<file path="src/include/cpu_params.svh">
`ifndef CPU_PARAMS_SVH
`define CPU_PARAMS_SVH

// datapath widths
`define DATA_W      8
`define OPC_W       4
`define OP_W        5
`define RB_SEL_W    3

`define INT_VECTOR  8'h80  // irq entry point

// upper nibble of the instruction byte
`define OPC_ADD     4'b0000
`define OPC_SUB     4'b0001
`define OPC_AND     4'b0010
`define OPC_XOR     4'b0011
`define OPC_LDI     4'b0100
`define OPC_XCH     4'b0101
`define OPC_JMP     4'b0110
`define OPC_RETI    4'b0111
`define OPC_LD      4'b1000
`define OPC_ST      4'b1001
`define OPC_EINT    4'b1010
`define OPC_MOV     4'b1011

// ctrl.op codes, bit 4 clear means alu function in the low nibble
`define OP_INT_VEC     5'b10000
`define OP_JMP_RN      5'b10001
`define OP_RETI        5'b10010
`define OP_STORE_DATA  5'b11000
`define OP_ADDR_RN     5'b11110
`define OP_PC_OUT      5'b11111

// reg_bank write selects, destination last
`define RB_ALU_R0   3'b000
`define RB_BUS_R0   3'b001
`define RB_R0_RN    3'b010
`define RB_RN_T     3'b011
`define RB_T_R0     3'b100

`endif

</file>
<file path="src/source/cpu_pkg.sv">
`default_nettype none

`include "cpu_params.svh"

package cpu_pkg;

	// controller outputs, one 16-bit word
	typedef struct packed {
		logic [1:0]             spare;   // pads to 16 bits
		logic [`OP_W-1:0]       op;
		logic                   ir_we;
		logic                   pc_we;
		logic [`RB_SEL_W-1:0]   rb_sel;
		logic                   rb_we;
		logic                   sp_we;   // pc into link register
		logic                   mem_we;
		logic                   ale;
	} ctrl_t;

	// multiplexed address/data bus
	typedef struct packed {
		logic [`DATA_W-1:0]     ad;
		logic                   ale;
		logic                   we;
	} bus_t;

	// same byte seen as register form or immediate form
	typedef union packed {
		struct packed {
			logic [`OPC_W-1:0]  opcode;
			logic [1:0]         rsvd;
			logic [1:0]         rn;
		} as_reg;
		struct packed {
			logic [`OPC_W-1:0]  opcode;
			logic [3:0]         imm;
		} as_imm;
	} instr_t;

endpackage

`default_nettype wire

</file>
<file path="src/source/up_controller.sv">
`timescale 1ns/1ps
`default_nettype none

`include "cpu_params.svh"

module up_controller (
	input  logic                clk,
	input  logic                nRst,
	input  logic                irq,
	input  logic [`OPC_W-1:0]   opcode,
	output cpu_pkg::ctrl_t      ctrl
);

	localparam logic [2:0] FETCH_LATCH = 3'd0;
	localparam logic [2:0] FETCH_READ  = 3'd1;
	localparam logic [2:0] EX1         = 3'd2;
	localparam logic [2:0] EX2         = 3'd3;
	localparam logic [2:0] EX3         = 3'd4;

	logic [2:0] state;
	logic       started;    // low until first edge after reset
	logic       irq_q;
	logic       irq_pend;
	logic       int_en;
	logic       irq_rise;
	logic       irq_take;

	assign irq_rise = irq & ~irq_q;
	assign irq_take = (state == FETCH_LATCH) & started & int_en & (irq_pend | irq_rise);

	always_comb begin
		ctrl        = '0;
		ctrl.op     = {1'b0, opcode};
		ctrl.rb_sel = `RB_ALU_R0;
		case (state)
			FETCH_LATCH: begin
				if (irq_take) begin
					// save pc, jump to vector, refetch next cycle
					ctrl.op    = `OP_INT_VEC;
					ctrl.pc_we = 1'b1;
					ctrl.sp_we = 1'b1;
				end else if (started) begin
					ctrl.op  = `OP_PC_OUT;
					ctrl.ale = 1'b1;
				end
			end
			FETCH_READ: begin
				ctrl.op    = `OP_PC_OUT;
				ctrl.ir_we = 1'b1;
				ctrl.pc_we = 1'b1;
			end
			EX1: begin
				case (opcode)
					`OPC_ADD, `OPC_SUB, `OPC_AND, `OPC_XOR, `OPC_LDI:
						ctrl.rb_we = 1'b1;    // alu result to r0
					`OPC_XCH: begin
						ctrl.rb_sel = `RB_RN_T;
						ctrl.rb_we  = 1'b1;
					end
					`OPC_JMP: begin
						ctrl.op    = `OP_JMP_RN;
						ctrl.pc_we = 1'b1;
					end
					`OPC_RETI: begin
						ctrl.op    = `OP_RETI;
						ctrl.pc_we = 1'b1;
					end
					`OPC_LD, `OPC_ST: begin
						ctrl.op  = `OP_ADDR_RN;
						ctrl.ale = 1'b1;
					end
					`OPC_MOV: begin
						ctrl.rb_sel = `RB_R0_RN;
						ctrl.rb_we  = 1'b1;
					end
					default: ;    // eint handled below, nop
				endcase
			end
			EX2: begin
				case (opcode)
					`OPC_XCH: begin
						ctrl.rb_sel = `RB_R0_RN;
						ctrl.rb_we  = 1'b1;
					end
					`OPC_LD: begin
						ctrl.rb_sel = `RB_BUS_R0;
						ctrl.rb_we  = 1'b1;
					end
					`OPC_ST: begin
						ctrl.op     = `OP_STORE_DATA;
						ctrl.mem_we = 1'b1;
					end
					default: ;
				endcase
			end
			EX3: begin
				if (opcode == `OPC_XCH) begin
					ctrl.rb_sel = `RB_T_R0;
					ctrl.rb_we  = 1'b1;
				end
			end
			default: ;
		endcase
	end

	always_ff @(posedge clk or negedge nRst) begin
		if (!nRst) begin
			state    <= FETCH_LATCH;
			started  <= 1'b0;
			irq_q    <= 1'b0;
			irq_pend <= 1'b0;
			int_en   <= 1'b0;
		end else begin
			started <= 1'b1;
			irq_q   <= irq;

			// hold an edge seen mid-instruction until the next fetch
			if (irq_take || !int_en)
				irq_pend <= 1'b0;
			else if (irq_rise)
				irq_pend <= 1'b1;

			case (state)
				FETCH_LATCH: begin
					if (started && !irq_take)
						state <= FETCH_READ;
				end
				FETCH_READ: state <= EX1;
				EX1: begin
					case (opcode)
						`OPC_XCH, `OPC_LD, `OPC_ST: state <= EX2;
						`OPC_EINT: begin
							int_en <= ~int_en;
							state  <= FETCH_LATCH;
						end
						default: state <= FETCH_LATCH;
					endcase
				end
				EX2: state <= (opcode == `OPC_XCH) ? EX3 : FETCH_LATCH;
				default: state <= FETCH_LATCH;
			endcase
		end
	end

endmodule

`default_nettype wire

</file>
<file path="src/source/alu.sv">
`timescale 1ns/1ps
`default_nettype none

`include "cpu_params.svh"

module alu (
	input  logic [`OP_W-1:0]    op,
	input  logic [`DATA_W-1:0]  a,
	input  logic [`DATA_W-1:0]  b,
	input  logic [3:0]          imm,
	output logic [`DATA_W-1:0]  y
);

	always_comb begin
		y = a;    // pass r0 by default
		if (!op[`OP_W-1]) begin
			case (op[`OPC_W-1:0])
				`OPC_ADD: y = a + b;
				`OPC_SUB: y = a - b;
				`OPC_AND: y = a & b;
				`OPC_XOR: y = a ^ b;
				`OPC_LDI: y = {{(`DATA_W-4){1'b0}}, imm};
				default:  y = a;
			endcase
		end
	end

endmodule

`default_nettype wire

</file>
<file path="src/source/reg_bank.sv">
`timescale 1ns/1ps
`default_nettype none

`include "cpu_params.svh"

module reg_bank (
	input  logic                clk,
	input  logic                nRst,
	input  cpu_pkg::ctrl_t      ctrl,
	input  cpu_pkg::instr_t     instr,
	input  logic [`DATA_W-1:0]  alu_y,
	input  logic [`DATA_W-1:0]  rdata,
	output logic [`DATA_W-1:0]  r0,
	output logic [`DATA_W-1:0]  rn
);

	logic [`DATA_W-1:0] regs [0:3];
	logic [`DATA_W-1:0] t;      // hidden, only xch uses it
	logic [1:0]         idx;

	assign idx = instr.as_reg.rn;
	assign r0  = regs[0];       // accumulator
	assign rn  = regs[idx];

	always_ff @(posedge clk or negedge nRst) begin
		if (!nRst) begin
			for (int i = 0; i < 4; i++) begin
				regs[i] <= '0;
			end
			t <= '0;
		end else if (ctrl.rb_we) begin
			case (ctrl.rb_sel)
				`RB_ALU_R0: regs[0]   <= alu_y;
				`RB_BUS_R0: regs[0]   <= rdata;
				`RB_R0_RN:  regs[idx] <= regs[0];
				`RB_RN_T:   t         <= regs[idx];
				`RB_T_R0:   regs[0]   <= t;
				default: ;
			endcase
		end
	end

endmodule

`default_nettype wire

</file>
<file path="src/source/addr_unit.sv">
`timescale 1ns/1ps
`default_nettype none

`include "cpu_params.svh"

module addr_unit (
	input  logic                clk,
	input  logic                nRst,
	input  cpu_pkg::ctrl_t      ctrl,
	input  logic [`DATA_W-1:0]  r0,
	input  logic [`DATA_W-1:0]  rn,
	output cpu_pkg::bus_t       bus
);

	logic [`DATA_W-1:0] pc;
	logic [`DATA_W-1:0] lr;       // return address for reti
	logic [`DATA_W-1:0] pc_next;

	always_comb begin
		case (ctrl.op)
			`OP_PC_OUT:  pc_next = pc + 1'b1;
			`OP_INT_VEC: pc_next = `INT_VECTOR;
			`OP_JMP_RN:  pc_next = rn;
			`OP_RETI:    pc_next = lr;
			default:     pc_next = pc;
		endcase
	end

	always_ff @(posedge clk or negedge nRst) begin
		if (!nRst) begin
			pc <= '0;
			lr <= '0;
		end else begin
			if (ctrl.pc_we)
				pc <= pc_next;
			if (ctrl.sp_we)
				lr <= pc;    // pc not yet advanced past vector
		end
	end

	// drive the shared ad lines
	always_comb begin
		bus.ale = ctrl.ale;
		bus.we  = ctrl.mem_we;
		case (ctrl.op)
			`OP_ADDR_RN:    bus.ad = rn;
			`OP_STORE_DATA: bus.ad = r0;
			default:        bus.ad = pc;    // fetch and idle
		endcase
	end

endmodule

`default_nettype wire

</file>
<file path="src/source/up_core.sv">
`timescale 1ns/1ps
`default_nettype none

`include "cpu_params.svh"

module up_core (
	input  logic                clk,
	input  logic                nRst,
	input  logic                irq,
	input  logic [`DATA_W-1:0]  rdata,
	output cpu_pkg::bus_t       bus
);

	cpu_pkg::ctrl_t     ctrl;
	cpu_pkg::instr_t    ir;
	logic [`DATA_W-1:0] alu_y;
	logic [`DATA_W-1:0] r0;
	logic [`DATA_W-1:0] rn;

	// instruction register, loaded in FETCH_READ
	always_ff @(posedge clk or negedge nRst) begin
		if (!nRst)
			ir <= '0;
		else if (ctrl.ir_we)
			ir <= rdata;
	end

	up_controller u_up_controller (
		.clk    (clk),
		.nRst   (nRst),
		.irq    (irq),
		.opcode (ir.as_imm.opcode),
		.ctrl   (ctrl)
	);

	alu u_alu (
		.op  (ctrl.op),
		.a   (r0),
		.b   (rn),
		.imm (ir.as_imm.imm),
		.y   (alu_y)
	);

	reg_bank u_reg_bank (
		.clk   (clk),
		.nRst  (nRst),
		.ctrl  (ctrl),
		.instr (ir),
		.alu_y (alu_y),
		.rdata (rdata),
		.r0    (r0),
		.rn    (rn)
	);

	addr_unit u_addr_unit (
		.clk  (clk),
		.nRst (nRst),
		.ctrl (ctrl),
		.r0   (r0),
		.rn   (rn),
		.bus  (bus)
	);

endmodule

`default_nettype wire

</file>
<file path="config.mk">
export PLATFORM = sky130hd
export DESIGN_NAME = up_core
export DESIGN_NICKNAME = d
export VERILOG_FILES = /design/src/source/cpu_pkg.sv /design/src/source/up_controller.sv /design/src/source/alu.sv /design/src/source/reg_bank.sv /design/src/source/addr_unit.sv /design/src/source/up_core.sv
export VERILOG_INCLUDE_DIRS = /design/src /design/src/include
export SDC_FILE = /design/constraint.sdc
export NUM_CORES = 1
export LEC_CHECK = 0
export BUFFER_PORTS_ARGS = -buffer_cell sky130_fd_sc_hd__buf_4
export CAP_MARGIN = 20
export CORE_ASPECT_RATIO = 0.8
export CORE_MARGIN = 1
export CORE_UTILIZATION = 48
export DETAILED_ROUTE_END_ITERATION = 8
export PLACE_DENSITY_LB_ADDON = 0.12
export REMOVE_ABC_BUFFERS = 1
export SLEW_MARGIN = 20
export SYNTH_ARGS = -nofsm -noshare
export SYNTH_HDL_FRONTEND = slang
export SYNTH_SLANG_ARGS = --single-unit
</file>
<file path="constraint.sdc">
create_clock -name clk -period 4.6 [get_ports clk]
set_input_delay 0.69 -clock clk [delete_from_list [all_inputs] [get_ports clk]]
set_output_delay 0.69 -clock clk [all_outputs]
set_load 0.05 [all_outputs]
</file>
* Word-level counts from Yosys, hierarchy flattened
Cells that the tools add are included.
** Operators by class
- Equal/unequal tests :: 32
- Bitwise logic cells :: 10
- Reduce and logical (&&, ||, !) cells :: 21
- $lt $le $gt $ge :: 2
- $add $sub $neg :: 3
- Muxes and demuxes :: 38
** Operators by type and width (number)
- one-hot mux 8 bit (4 select lines) :: 2
- one-hot mux 8 bit (5 select lines) :: 1
- bitwise mux 32 bit :: 1
- 2-to-1 mux 8 bit :: 4
- equality test 5 bit (second input constant) :: 6
- equality test 4 x 3 -> 1 bit (second input constant) :: 5
- one-hot mux 5 bit (4 select lines) :: 1
- binary-select mux 8 bit (select 2 bit) :: 1
- demux 8 bit (select 2 bit) :: 1
- equality test 4 x 2 -> 1 bit (second input constant) :: 4
- equality test 4 bit (second input constant) :: 4
- one-hot mux 8 bit (2 select lines) :: 1
- 2-to-1 mux 5 bit :: 3
- one-hot mux 5 bit (3 select lines) :: 1
- equality test 3 x 2 -> 1 bit (second input constant) :: 4
- 2-to-1 mux 1 bit :: 12
- one-hot mux 3 bit (4 select lines) :: 1
- one-hot mux 4 bit (3 select lines) :: 1
- adder 8 x 1 -> 8 bit (second input constant) :: 1
- adder 8 bit :: 1
- AND 8 bit :: 1
- equality test 4 x 1 -> 1 bit (second input constant) :: 2
- logical NOT 4 bit :: 2
- AND reduction 2 bit :: 4
- other kinds (29) :: 42
** Storage, ports and cells
- Output and inout bits :: 10
- Register bits after elaboration :: 71

* Logic depth before layout (Yosys ltp)
- Depth after elaboration :: 10
- Gate-level depth with buffers :: 17
- Gate-level depth less buffers :: 15

* Modules after synthesis
A second synthesis with hierarchy kept.
** Unflattened totals
- Cell total of the unflattened synthesis :: 509
- Area, all modules :: 5188.7 um2
** By module, submodules not included
- reg_bank :: cells an instance 162, times used 1, area each 2115.8 um2, sequential area each 1001.0 um2
- addr_unit :: cells an instance 125, times used 1, area each 1177.4 um2, sequential area each 400.4 um2
- alu :: cells an instance 112, times used 1, area each 845.8 um2, sequential area each 0.0 um2
- up_controller :: cells an instance 93, times used 1, area each 718.2 um2, sequential area each 175.2 um2
- up_core :: cells an instance 17, times used 1, area each 331.6 um2, sequential area each 200.2 um2

* Worst setup path before layout
OpenSTA, ideal clock, no wires.
- Path type :: input to register
- Start point :: in irq
- End point :: reg u_reg_bank.regs, in the netlist u_reg_bank.r0[7]
- Stages :: 15
- Library setup time :: 128 ps
- Path buffers :: 1
- Slack :: 890 ps
- Arrival :: 3583 ps
- Required time :: 4472 ps
- Path through :: nor2b_1 -> o211ai_1 -> a211o_1 -> a21o_1 -> and3_1 -> clkbuf_1 -> mux2i_1 -> ha_1 -> nor2b_1 -> o21a_1 -> o31ai_1 -> a21oi_1 -> xnor2_1 -> xnor2_1 -> o22ai_1
** Between the ends
- Longest elaborated chain between the ends :: 9
** RTL lines
- start, declared :: RTL line up_core.sv:9 : input logic irq,
- AND 1 bit * :: RTL line up_controller.sv:28 : assign irq_rise = irq & ~irq_q;
- OR 1 bit * :: RTL line up_controller.sv:29 : assign irq_take = (state == FETCH_LATCH) & started & int_en & (irq_pend | irq_rise);
- AND 1 bit * :: RTL line up_controller.sv:29
- 2-to-1 mux 5 bit * :: RTL line up_controller.sv:37 : if (irq_take) begin
- one-hot mux 5 bit (4 select lines) * :: RTL line up_controller.sv:35 : case (state)
- equality test 4 x 3 -> 1 bit, or another cell as far along :: RTL line alu.sv:17 : case (op[`OPC_W-1:0])
- one-hot mux 8 bit (5 select lines) :: RTL line alu.sv:17
- 2-to-1 mux 8 bit :: RTL line alu.sv:16 : if (!op[`OP_W-1]) begin
- one-hot mux 8 bit (4 select lines) :: RTL line reg_bank.sv:32 : case (ctrl.rb_sel)
- end signal, assigned by index :: RTL line reg_bank.sv:35 : `RB_R0_RN: regs[idx] <= regs[0];
- end, declared :: RTL line reg_bank.sv:17 : logic [`DATA_W-1:0] regs [0:3];
Every way passes the cells marked *; elsewhere a longest branch is shown, timed or not. The select of a mux whose other input is x is not followed.
A chain may end at the register's enable or synchronous reset.

* Worst setup path in the final report
- Start point :: reg ir[5] (netlist name)
- End point :: reg u_reg_bank.regs, in the netlist u_reg_bank.r0[7]
** Between the ends
- Longest elaborated chain between the ends :: 8
** RTL lines
- start, declared :: RTL line up_core.sv:15 : cpu_pkg::instr_t ir;
- start signal, assigned :: RTL line up_core.sv:25 : ir <= rdata;
- equality test 4 bit :: RTL line up_controller.sv:53, up_controller.sv:80
- OR reduction 2 bit :: RTL line up_controller.sv:53 : case (opcode)
- one-hot mux 5 bit (3 select lines) :: RTL line up_controller.sv:53
- one-hot mux 5 bit (4 select lines) :: RTL line up_controller.sv:35
- equality test 4 x 3 -> 1 bit, or another cell as far along :: RTL line alu.sv:17
- one-hot mux 8 bit (5 select lines) :: RTL line alu.sv:17
- 2-to-1 mux 8 bit :: RTL line alu.sv:16
- one-hot mux 8 bit (4 select lines) :: RTL line reg_bank.sv:32
Parallel ways exist; a longest one is shown, timed or not. The select of a mux whose other input is x is not followed.

==> impl_metrics.json <==
{
  "worstPathArrival_ns": 4.16,
  "synthSimpleGateAreaFrac": 0.155,
  "die_x_um": 112,
  "start_kind": "register",
  "max_cap_viol_count": 0,
  "placedCellCount": 567,
  "maxSlewViolCount": 0,
  "diodes": 0,
  "worst_slew_pin_slew_ns": 0.946,
  "cts_tree": "built",
  "totalNegativeSetupSlack_ns": 0,
  "rsz0062_at_grt": "false",
  "dieArea_sq_um": 10100,
  "first_global_vias": 3605,
  "worstPathMaxFanout": 16,
  "first_pass_iters": 7,
  "worst_slack_ns": 0.655,
  "fmaxAchievable_mhz": 253,
  "final_antenna_net_count": 0,
  "clock_skew_ns": 0.00387,
  "ys_seq_area_frac": 0.382,
  "grt.overflow.total": 0,
  "synth-edff-count": 0,
  "synth_area_leaders": "dfrtp_1 (38%), mux2_2 (11%), ha_1 (4.6%)",
  "finalCritPeriodShare": 0.858,
  "setup_viol": 0,
  "portBuffers": 20,
  "pre_cts_slack_ns": 0.576,
  "drt_first_iter_violations": 389,
  "htree_levels": 3,
  "grtUsageTotal": 0.253,
  "clockRootBuffer": "clkbuf_16",
  "hp-class": "in2reg",
  "clock_latency_ns": 0.33,
  "fp.dieH_um": 90.1,
  "reg2reg_depth": 14,
  "syn_area_per_cell_sq_um": 10.4,
  "violations": "DRC",
  "cts_num_sinks": 71,
  "grt_max_degree": 72,
  "hold_viol": 0,
  "vias": 3728,
  "yosysMostFrequentCell": "dfrtp_1",
  "routabilityCongestion": 0.926,
  "synthCells": 446,
  "synth_area_sq_um": 4660,
  "path_class": "reg2reg",
  "fin_nets": 492,
  "cts_buffers": 9,
  "cts_buffer_depth": 2,
  "cts_hold_buf": 0,
  "synth_top_area_cell": "dfrtp_1",
  "yosysWarnings": 0,
  "outcome": "finished with violations",
  "synth_top_family_by_area": "compound AO/OA/AOI/OAI gates",
  "start_util": 0.504,
  "grt_pass1_wl_mm": 19.7,
  "ys.flop_type": "dfrtp_1",
  "slew_headroom": 0.367,
  "core_sq_um": 9230,
  "cts_resized": 0,
  "rrSetupSlack_ns": 0.66,
  "drive_above_1_share": 0.239,
  "whs_path_depth": 1,
  "setup.worst_path.end_class": "register",
  "synthAdderAreaFrac": 0.0500,
  "fin_cells": 583,
  "synthArstFlopShare": 1.00,
  "fin_crit_ns": 3.94,
  "synth_mux_area_frac": 0.156,
  "routed_wl_mm": 12.0,
  "ys_ff_latch": 71,
  "postCtsSetupRepairBufs": 0,
  "synth_compound_area_frac": 0.192,
  "clkTransAtPathRegs_ns": 0.06,
  "required_ns": 4.82,
  "whs_ns": 0.477,
  "synth.top_cell.area_share": 0.382,
  "synth_common_cells": "dfrtp_1 (71), mux2_2 (44), nand2_1 (33)",
  "dp_hpwl_mm": 8.41,
  "post_drt_wl_per_cell_um": 20.5,
  "syn_to_final_growth_pct": 12.0,
  "num_rows": 31,
  "synth-xor-area-share": 0.0263,
  "antenna_found_initial": 0,
  "post_drt_via_cell_ratio": 6.39,
  "synthDistinctLibCells": 72,
  "drc": 1,
  "num_io_pins": 21
}
## registers in the layout, summed over array words and instances, names as in the netlist, 3 cells and up
| name | cells |
|---|---|
| u_addr_unit.lr | 8 |
| u_reg_bank.t | 8 |
| u_up_controller.state | 3 |
| u_reg_bank.r0 | 8 |
| u_reg_bank.regs | 24 |
| u_addr_unit.pc | 8 |
| ir | 8 |
## worst max-delay path, stage by stage (launching register included)
cell and delay (ns):
dfrtp_1 0.65, nand4bb_1 0.30, nor3_2 0.43, a211o_1 0.23, a21o_1 0.14, and3_1 0.33
mux2i_1 0.34, ha_1 0.29, nor2b_1 0.13, o21a_1 0.18, o31ai_1 0.26, a21oi_1 0.14
xnor2_1 0.20, xnor2_1 0.13, o22ai_1 0.09
## metal layers
metal  global-route usage  routed length, um  vias to the layer above
met2                0.378               5310                      129
li1                     -                  -                     1726
met3               0.0472                721                       14
met5                    0                  0                        -
met4               0.0578                 94                        0
met1                0.378               5860                     1859
## cell families after synthesis
logic type | Yosys count
fa+ha+maj | 18
flops | 71
xor+xnor | 14
simple gates | 127
mux | 57
compound gates | 116
buf+inv | 42
other cells | 1
## metrics by stage
stage	instance area (sq um)	util
after floorplan	4550	-
after global routing	5220	0.565
after detailed placement	4910	0.532
after global placement	4910	0.532
final	5220	0.565
after CTS	5220	0.565
## final timing paths
path,start,endpoint
max,ir[5]$_DFFE_PN0P_,u_reg_bank.r0[7]$_DFFE_PN0P_
min,irq,u_up_controller.irq_q$_DFF_PN0_
min reg2reg,u_reg_bank.regs[8]$_DFFE_PN0P_,u_reg_bank.regs[8]$_DFFE_PN0P_
min in group asynchronous,nRst,u_reg_bank.t[3]$_DFFE_PN0P_
max in group asynchronous,nRst,u_addr_unit.pc[1]$_DFFE_PN0P_
max reg2reg,ir[5]$_DFFE_PN0P_,u_reg_bank.r0[7]$_DFFE_PN0P_
## final cells by class
class / instances / area, sq um
fill: 824 / 4020
multi-input combinational: 333 / 2700
sequential: 71 / 1780
clock buffer: 10 / 239
timing repair buffer: 28 / 210
tap: 115 / 144
inverter: 20 / 75.1
clock inverter: 6 / 68.8
## cells in the final DEF (no fill, tap or decap), types with 5 or more instances in the layout
master     instances
nand3b_1           7
nand4bb_1          5
nor2b_1            5
a22oi_1           11
mux4_2             8
and3_1             8
ha_1              17
buf_4             28
nor2_1            24
inv_1             18
a21oi_1           19
dfrtp_1           71
o21ai_0           16
nand2b_1           7
nand2_1           33
nor3_1             7
clkbuf_16          9
a31oi_1            6
mux2_2            44
xnor2_1           10
or3_1              5
a222oi_1           9
o31ai_1            6
Power is left out: the tool's default activity adds up to more than one toggle a clock period on the data nets, which glitch-free logic cannot reach.
